===== src/design/sui_params.svh =====
// Sizing defines for the SIMD upstream interface
//   Lane array and upstream bus widths
//   Beat and tag sizing
//   Beat FIFO depth and almost-full threshold

`ifndef SUI_PARAMS_SVH
`define SUI_PARAMS_SVH

// ----------------------------------------------------------
// SIMD register array
`define SUI_NUM_LANES       8
`define SUI_LANE_WIDTH      32

// ----------------------------------------------------------
// Upstream stack bus
`define SUI_BUS_WIDTH       64
`define SUI_LANES_PER_BEAT  2   // Lanes packed into one beat
`define SUI_NUM_BEATS       4   // Beats per message
`define SUI_TAG_WIDTH       8

// ----------------------------------------------------------
// Beat FIFO
`define SUI_FIFO_DEPTH      8
`define SUI_FIFO_THRESHOLD  6   // almost_full at this occupancy

`endif


===== src/design/sui_pkg.sv =====
// Shared types for the SIMD upstream interface
//   Vector typedefs for lanes, bus data, tag and beat index
//   Message marker, packet type and controller state enums

`include "sui_params.svh"

package sui_pkg;

  // ----------------------------------------------------------
  // Vectors
  typedef logic [`SUI_LANE_WIDTH-1:0]                lane_t;
  typedef logic [`SUI_NUM_LANES*`SUI_LANE_WIDTH-1:0] lane_array_t;  // Lane 0 in the low bits
  typedef logic [`SUI_BUS_WIDTH-1:0]                 bus_data_t;
  typedef logic [`SUI_TAG_WIDTH-1:0]                 tag_t;         // Carried as oob data
  typedef logic [$clog2(`SUI_NUM_BEATS)-1:0]         beat_idx_t;

  // ----------------------------------------------------------
  // Encodings
  typedef enum logic [1:0] {
    MSG_MOM = 2'b00,
    MSG_SOM = 2'b01,
    MSG_EOM = 2'b10
  } msg_cntl_e;

  typedef enum logic {
    PKT_NA   = 1'b0,
    PKT_DATA = 1'b1
  } pkt_type_e;

  typedef enum logic [1:0] {
    ST_WAIT, ST_MOM, ST_EOM, ST_COMPLETE
  } xfer_state_e;

endpackage


===== src/design/up_beat_if.sv =====
// Upstream beat link between transfer controller and beat FIFO
//   One beat per cycle with write high
//   almost_full back to the controller

interface up_beat_if
  import sui_pkg::*;
();

  logic      write;        // Beat valid, stored every cycle it is high
  msg_cntl_e cntl;
  pkt_type_e pkt_type;
  bus_data_t data;
  tag_t      oob;
  logic      almost_full;  // Occupancy at or above threshold

  // Controller side
  modport ctrl (
    output write, cntl, pkt_type, data, oob,
    input  almost_full
  );

  // FIFO side
  modport fifo (
    input  write, cntl, pkt_type, data, oob,
    output almost_full
  );

endinterface


===== src/design/sui_input_capture.sv =====
// Input capture for the SIMD side
//   Per-lane registers loaded by lanes_valid
//   Tag latch held until the next valid lane set
//   Registered send level

`include "sui_params.svh"

module sui_input_capture
  import sui_pkg::*;
(
  input  logic                      clk,
  input  logic                      arst_n,
  input  lane_array_t               lanes,
  input  logic [`SUI_NUM_LANES-1:0] lanes_valid,
  input  tag_t                      tag,
  input  logic                      send,
  output lane_array_t               lanes_q,
  output tag_t                      tag_q,
  output logic                      send_q
);

  // ----------------------------------------------------------
  // Lane registers

  always_ff @(posedge clk)
  begin
    for (int i = 0; i < `SUI_NUM_LANES; i++)
    begin
      if (lanes_valid[i])
        lanes_q[i*`SUI_LANE_WIDTH +: `SUI_LANE_WIDTH] <= lanes[i*`SUI_LANE_WIDTH +: `SUI_LANE_WIDTH];
    end
  end

  // Tag follows any valid lane set
  always_ff @(posedge clk)
  begin
    if (|lanes_valid)
      tag_q <= tag;
  end

  // ----------------------------------------------------------
  // Send level

  always_ff @(posedge clk or negedge arst_n)
  begin
    if (!arst_n)
      send_q <= 1'b0;
    else
      send_q <= send;  // Level, held by SIMD until regs_complete
  end

endmodule


===== src/design/sui_transfer_ctrl.sv =====
// Transfer controller from lane registers to the beat FIFO
//   Transfer FSM and beat counter
//   Lane-pair select, message marker and packet type
//   regs_ready and regs_complete status to the SIMD side

`include "sui_params.svh"

module sui_transfer_ctrl
  import sui_pkg::*;
(
  input  logic        clk,
  input  logic        arst_n,
  input  lane_array_t lanes_q,
  input  tag_t        tag_q,
  input  logic        send_q,
  up_beat_if.ctrl     beat,
  output logic        regs_ready,
  output logic        regs_complete
);

  typedef logic [$clog2(`SUI_NUM_LANES)-1:0] lane_idx_t;

  localparam beat_idx_t LAST_BEAT = beat_idx_t'(`SUI_NUM_BEATS - 1);
  localparam beat_idx_t PRE_LAST  = beat_idx_t'(`SUI_NUM_BEATS - 2);

  xfer_state_e state;
  xfer_state_e state_next;
  beat_idx_t   beat_idx;   // Beat being offered to the FIFO
  logic        wr_beat;
  lane_idx_t   lo_idx;
  lane_idx_t   hi_idx;
  lane_t       lane_lo;
  lane_t       lane_hi;

  // ----------------------------------------------------------
  // Write qualification
  // No write in any state while the FIFO is almost full

  always_comb
  begin
    wr_beat = 1'b0;
    case (state)
      ST_WAIT: wr_beat = send_q && !beat.almost_full;  // Beat 0
      ST_MOM:  wr_beat = !beat.almost_full;
      ST_EOM:  wr_beat = !beat.almost_full;            // Last beat
      default: wr_beat = 1'b0;
    endcase
  end

  // ----------------------------------------------------------
  // Next state

  always_comb
  begin
    state_next = state;
    case (state)
      ST_WAIT:
        if (wr_beat)
          state_next = ST_MOM;
      ST_MOM:
        if (wr_beat && beat_idx == PRE_LAST)
          state_next = ST_EOM;
      ST_EOM:
        if (wr_beat)
          state_next = ST_COMPLETE;
      ST_COMPLETE:
        if (!send_q)
          state_next = ST_WAIT;   // SIMD has seen regs_complete
      default:
        state_next = ST_WAIT;
    endcase
  end

  always_ff @(posedge clk or negedge arst_n)
  begin
    if (!arst_n)
    begin
      state         <= ST_WAIT;
      beat_idx      <= '0;
      regs_ready    <= 1'b0;
      regs_complete <= 1'b0;
    end
    else
    begin
      state <= state_next;
      if (wr_beat)
        beat_idx <= beat_idx + 1'b1;  // Wraps to 0 after the last beat
      regs_ready    <= (state == ST_WAIT);
      regs_complete <= (state == ST_EOM && wr_beat) || (state == ST_COMPLETE);
    end
  end

  // ----------------------------------------------------------
  // Beat contents

  // Lane pair for the current beat
  assign lo_idx  = lane_idx_t'(beat_idx) * lane_idx_t'(`SUI_LANES_PER_BEAT);
  assign hi_idx  = lo_idx + 1'b1;
  assign lane_lo = lanes_q[lo_idx*`SUI_LANE_WIDTH +: `SUI_LANE_WIDTH];
  assign lane_hi = lanes_q[hi_idx*`SUI_LANE_WIDTH +: `SUI_LANE_WIDTH];

  always_comb
  begin
    if (beat_idx == '0)
      beat.cntl = MSG_SOM;
    else if (beat_idx == LAST_BEAT)
      beat.cntl = MSG_EOM;
    else
      beat.cntl = MSG_MOM;
  end

  assign beat.pkt_type = (beat_idx == '0) ? PKT_DATA : PKT_NA;  // Header type on first beat only
  assign beat.data     = {lane_hi, lane_lo};
  assign beat.oob      = tag_q;
  assign beat.write    = wr_beat;

endmodule


===== src/design/sui_upstream_fifo.sv =====
// Beat FIFO and drain to the upstream stack bus
//   Circular buffer with read/write pointers and occupancy
//   almost_full status from registered occupancy
//   Registered bus ready and one pop per ready cycle

`include "sui_params.svh"

module sui_upstream_fifo
  import sui_pkg::*;
(
  input  logic      clk,
  input  logic      arst_n,
  input  logic      up_ready,
  up_beat_if.fifo   beat,
  output logic      up_valid,
  output msg_cntl_e up_cntl,
  output pkt_type_e up_type,
  output bus_data_t up_data,
  output tag_t      up_oob
);

  localparam int PTR_W   = $clog2(`SUI_FIFO_DEPTH);
  localparam int COUNT_W = $clog2(`SUI_FIFO_DEPTH + 1);

  typedef logic [PTR_W-1:0]   ptr_t;
  typedef logic [COUNT_W-1:0] count_t;

  localparam ptr_t   LAST_PTR  = ptr_t'(`SUI_FIFO_DEPTH - 1);
  localparam count_t THRESHOLD = count_t'(`SUI_FIFO_THRESHOLD);

  // Storage
  msg_cntl_e cntl_mem [`SUI_FIFO_DEPTH];
  pkt_type_e type_mem [`SUI_FIFO_DEPTH];
  bus_data_t data_mem [`SUI_FIFO_DEPTH];
  tag_t      oob_mem  [`SUI_FIFO_DEPTH];

  ptr_t   wr_ptr;
  ptr_t   rd_ptr;
  count_t count;
  logic   ready_q;
  logic   pop;

  // ----------------------------------------------------------
  // Write side

  always_ff @(posedge clk)
  begin
    if (beat.write)
    begin
      cntl_mem[wr_ptr] <= beat.cntl;
      type_mem[wr_ptr] <= beat.pkt_type;
      data_mem[wr_ptr] <= beat.data;
      oob_mem[wr_ptr]  <= beat.oob;
    end
  end

  // ----------------------------------------------------------
  // Pointers, occupancy and registered ready

  assign pop = ready_q && (count != '0);

  always_ff @(posedge clk or negedge arst_n)
  begin
    if (!arst_n)
    begin
      wr_ptr  <= '0;
      rd_ptr  <= '0;
      count   <= '0;
      ready_q <= 1'b0;
    end
    else
    begin
      ready_q <= up_ready;
      if (beat.write)
        wr_ptr <= (wr_ptr == LAST_PTR) ? '0 : wr_ptr + 1'b1;
      if (pop)
        rd_ptr <= (rd_ptr == LAST_PTR) ? '0 : rd_ptr + 1'b1;
      case ({beat.write, pop})
        2'b10:   count <= count + 1'b1;
        2'b01:   count <= count - 1'b1;
        default: count <= count;  // Both or neither
      endcase
    end
  end

  assign beat.almost_full = (count >= THRESHOLD);  // Headroom left for beats in flight

  // Head entry onto the bus
  assign up_valid = pop;
  assign up_cntl  = cntl_mem[rd_ptr];
  assign up_type  = type_mem[rd_ptr];
  assign up_data  = data_mem[rd_ptr];
  assign up_oob   = oob_mem[rd_ptr];

endmodule


===== src/design/simd_upstream_intf.sv =====
// SIMD upstream interface top level
//   Input capture of the SIMD lane registers
//   Transfer controller into the beat FIFO
//   Beat FIFO draining to the upstream stack bus

`include "sui_params.svh"

module simd_upstream_intf
  import sui_pkg::*;
(
  input  logic                      clk,
  input  logic                      arst_n,

  // SIMD side
  input  lane_array_t               lanes,
  input  logic [`SUI_NUM_LANES-1:0] lanes_valid,
  input  tag_t                      tag,
  input  logic                      send,
  output logic                      regs_ready,
  output logic                      regs_complete,

  // Stack upstream bus
  input  logic                      up_ready,
  output logic                      up_valid,
  output msg_cntl_e                 up_cntl,
  output pkt_type_e                 up_type,
  output bus_data_t                 up_data,
  output tag_t                      up_oob
);

  lane_array_t lanes_q;
  tag_t        tag_q;
  logic        send_q;

  up_beat_if beat_if ();  // Controller to FIFO

  // ----------------------------------------------------------
  // Blocks

  sui_input_capture u_capture (
    .clk         (clk),
    .arst_n      (arst_n),
    .lanes       (lanes),
    .lanes_valid (lanes_valid),
    .tag         (tag),
    .send        (send),
    .lanes_q     (lanes_q),
    .tag_q       (tag_q),
    .send_q      (send_q)
  );

  sui_transfer_ctrl u_ctrl (
    .clk           (clk),
    .arst_n        (arst_n),
    .lanes_q       (lanes_q),
    .tag_q         (tag_q),
    .send_q        (send_q),
    .beat          (beat_if.ctrl),
    .regs_ready    (regs_ready),
    .regs_complete (regs_complete)
  );

  sui_upstream_fifo u_fifo (
    .clk      (clk),
    .arst_n   (arst_n),
    .up_ready (up_ready),
    .beat     (beat_if.fifo),
    .up_valid (up_valid),
    .up_cntl  (up_cntl),
    .up_type  (up_type),
    .up_data  (up_data),
    .up_oob   (up_oob)
  );

endmodule


===== config.mk =====
export PLATFORM = sky130hd
export DESIGN_NAME = simd_upstream_intf
export DESIGN_NICKNAME = d
export VERILOG_FILES = /design/src/design/sui_pkg.sv /design/src/design/up_beat_if.sv /design/src/design/sui_input_capture.sv /design/src/design/sui_transfer_ctrl.sv /design/src/design/sui_upstream_fifo.sv /design/src/design/simd_upstream_intf.sv
export VERILOG_INCLUDE_DIRS = /design/src /design/src/design
export SDC_FILE = /design/constraint.sdc
export NUM_CORES = 1
export LEC_CHECK = 0
export BUFFER_PORTS_ARGS = -buffer_cell sky130_fd_sc_hd__buf_2
export CAP_MARGIN = 10
export CORE_MARGIN = 5
export CORE_UTILIZATION = 46
export DETAILED_ROUTE_END_ITERATION = 8
export GPL_TIMING_DRIVEN = 0
export PLACE_DENSITY = 0.67
export SLEW_MARGIN = 20
export SYNTH_ARGS = -nofsm -noshare
export SYNTH_HDL_FRONTEND = slang
export SYNTH_SLANG_ARGS = --single-unit

===== constraint.sdc =====
create_clock -name clk -period 9.6 [get_ports clk]
set_input_delay 0.96 -clock clk [delete_from_list [all_inputs] [get_ports clk]]
set_output_delay 0.96 -clock clk [all_outputs]
set_load 0.005 [all_outputs]

==> metrics list <==
- In this run the deepest clock path goes through 3 buffers.
- The run finished with clean final reports.
- In the routed design, unresolved DRC markers number 0.
- Net count after synthesis: 1588
* Syn_area_per_cell: 25.21 µm²
* Total leakage power: 0.01373 µW
- Final global-route overflow total: 0
* Layout Area Growth over Synthesis: 21.01%
- Final period demand of the worst path: 4.223 ns
- The via count of the first global-routing pass is 17370.
- The region available for standard cell placement spans 70270 µm².
- The initial utilization of the core area, before any placement, comes to 46.50%.
- Sequential-to-total area share from yosys stat: 80.05%
- For the pin with the worst max-slew slack, the measured transition is 1.118 ns.
* Cells resized by post-CTS repair: 0
- Finished Layout Cells: 2864
- Setup repair after global routing missed its margin: false
* Last weighted congestion value of the routability-driven placer: 0.7464
- Total I/O pin count: 354
- Nets: 2138
* Final worst-path cycle share: 43.99%
- Pre-Repair DR Iteration Count: 5
- The number of antenna violations at the first check in global routing is 4.
- Fmax: 236.8 MHz
- The path class of the tightest hold or removal check is input port to asynchronous set/reset pin.
- Clock skew on the completed layout was measured at 0.02559 ns.
- The floorplan step set the die height to 276.5 µm.
- Counting tap cells, the placed design contains a total of 2693 instances.
- Wires add up to 76.77 mm.
* Clock tree from TritonCTS: built
- Source-to-sink clock delay at the later pin of the worst-skew pair: 0.64 ns
- Number of library cell types mapped by synthesis: 32
* Number of DRC violations after detailed-routing iteration 0: 1347
- STA classifies the critical path startpoint as a register.
* Die area: 76460 µm²
- In this run the power density over the cells is 309.9 nW/µm².
- Overall global routing resource usage: 20.10%
- The H-tree was split into 3 levels.
- DR WL/cell: 26.80 µm
- For this design, the sink count on the clock tree is 874.
* Crit-path max FO: 9
- Global-route wire length before repair: 113.9 mm
- In this run, CTS created clock tree buffers numbering 90.
- For this run, the number of Yosys warnings is 0.
- At the worst endpoint, the arrival time is 4.57 ns.
* Clock transition at path regs: 0.06 ns
- For the worst setup path, the data required time is 9.95 ns.
- Classification of the worst setup path: register to register
- The worst pin sits at a relative slew slack of 25.46%.
- Mapped Area: 32670 µm²
* Ratio of cells with drive above 1 in the final layout: 48.34%
- The worst-case IR drop observed on VDD is 0.0001434 V.
- Across the run, the number of max-cap violations was 0.
- Synthesis inferred 874 register bits.
- Kind of capture point of the worst setup path: register
- The detail route stage leaves a number of antenna-violating nets equal to 0.
- Entering global routing, the biggest net connects 34 pins.
* Register-to-register setup slack: 5.38 ns
- The final route contains 15720 vias.
* Port Buf Inserts: 353
- After clock tree synthesis, the setup repair step added 0 buffers.
- Leaving out fill and tap cells, the most frequent cell in the layout is edfxtp_1.
- Launching point of the worst reg2reg path: u_ctrl.state[0]
- In the synthesized netlist, the number of instances is 1296.
- Vias per Instance: 5.487
* Hold-fix buffers at CTS: 0
- The root buffer cell chosen for the clock tree is clkbuf_16.
- Max-slew violation count: 0
* Cell depth of the worst flop-to-flop path: 12
- Die Wd: 276.5 µm
* Minimum setup slack in the final design: 5.377 ns
- The wire-length estimate of the detail-placed layout is 51.95 mm.
* Setup_tns: 0 ns
- The final hold violation count came to 0.
- Worst slack after detailed placement: 5.409 ns
* Std-Cell Rows: 97
* Worst reg2reg path endpoint: u_fifo.data_mem[4][17]
* Most frequent cells in the layout: edfxtp_1 (856), buf_2 (404), mux4_2 (212)
* Setup violators final: 0
-- sequential cells by signal (all words and copies together) (netlist names) --
name and cells:
u_fifo.cntl_mem 16, u_capture.lanes_q 256, u_ctrl.regs_complete 1, u_fifo.count 4, u_fifo.data_mem 512, u_ctrl.regs_ready 1
u_ctrl.state 2, u_fifo.ready_q 1, u_capture.tag_q 8, u_fifo.rd_ptr 3, u_fifo.oob_mem 64, u_fifo.wr_ptr 3
u_ctrl.beat_idx 2, u_capture.send_q 1
-- cells by family (layout without fill, tap and decap cells) --
group	after synthesis	in the layout	synth area share, %
other cells	0	2	0
compound gates	12	12	0.3178
fa+ha+maj	16	16	0.6357
xor+xnor	4	4	0.1072
buf+inv	67	693	1.130
mux	289	289	17.26
simple gates	34	34	0.5017
flops	874	874	80.05
-- cells in the mapped netlist (all sizes together) --
library cell	instances	area [µm²]
fa	1	20.02
edfxtp	856	25700
buf	37	256.5
nor4	3	18.77
a21oi	3	15.01
nor3	6	30.03
a22oi	1	7.510
nor2	2	7.510
inv	10	37.53
nor4b	2	17.52
nor3b	2	15.01
mux2	75	844.6
mux4	212	4775
nand2	17	63.81
a2111oi	1	27.53
o41ai	1	16.27
xor2	2	17.52
a21o	3	22.52
nand3	1	5.000
mux2i	2	20.02
o21ai	3	15.01
xnor2	2	17.52
and3	1	6.260
dfrtp	18	450.4
ha	15	187.7
clkbuf	20	75.07
-- worst max-delay path by stage --
stage | from | end | slack (ns) | cells past startpoint
2_1_floorplan | u_ctrl.state[0] | u_fifo.cntl_mem[2][0] | -0.17 | 6
3_3_place_gp | u_ctrl.state[0] | u_fifo.data_mem[2][21] | -9.24 | 6
3_5_place_dp | u_ctrl.state[0] | u_fifo.data_mem[4][25] | 5.41 | 12
4_1_cts | u_fifo.rd_ptr[2] | up_cntl[0] | 5.29 | 5
5_1_grt | u_ctrl.state[0] | u_fifo.data_mem[4][17] | 5.18 | 12
6_report | u_ctrl.state[0] | u_fifo.data_mem[4][17] | 5.38 | 12
-- where the power goes --
part           switching [µW]  total [µW]  internal, µW
sequential                129        5170          5040
clock                    1430        3580          2150
combinational            1950        3500          1550
total                    3510       12300          8740
-- metal layers --
layer / track usage, % / wire length [µm]
met1: 27.86 / 31820
met4: 6.185 / 2038
met5: 0 / 0
met2: 32.04 / 37020
met3: 5.070 / 5886
-- critical path: stages, from the launching register on --
cell,delay (ns)
dfrtp_1,0.40
inv_1,0.15
ha_1,0.23
a21oi_1,0.12
a2111oi_4,0.64
inv_2,0.24
nor4b_2,0.78
buf_2,0.34
buf_2,0.21
buf_4,0.18
buf_2,0.21
buf_2,0.23
buf_4,0.18
-- cell type report --
cell class	instances	area, µm²
multi-input combinational	355	6196
buffer	57	336.6
clock inverter	53	650.6
inverter	10	37.54
clock buffer	115	2399
sequential	874	26160
timing repair buffer	458	2582
tap	940	1176
fill	5185	30730
antenna	2	5.005
-- metrics by stage --
step           total power (µW)  util (%)  hold slack [ns]  instance area, µm²
2_1_floorplan              7391         -           0.5038               32670
3_3_place_gp               8737     50.68           0.5271               35620
3_5_place_dp               8826     51.88           0.5349               36450
4_1_cts                   12410     56.21           0.2183               39500
5_1_grt                   12810     56.26           0.2675               39540
6_report                  12250     56.26           0.2567               39540
No activity file was read; power rests on OpenSTA's default activity.
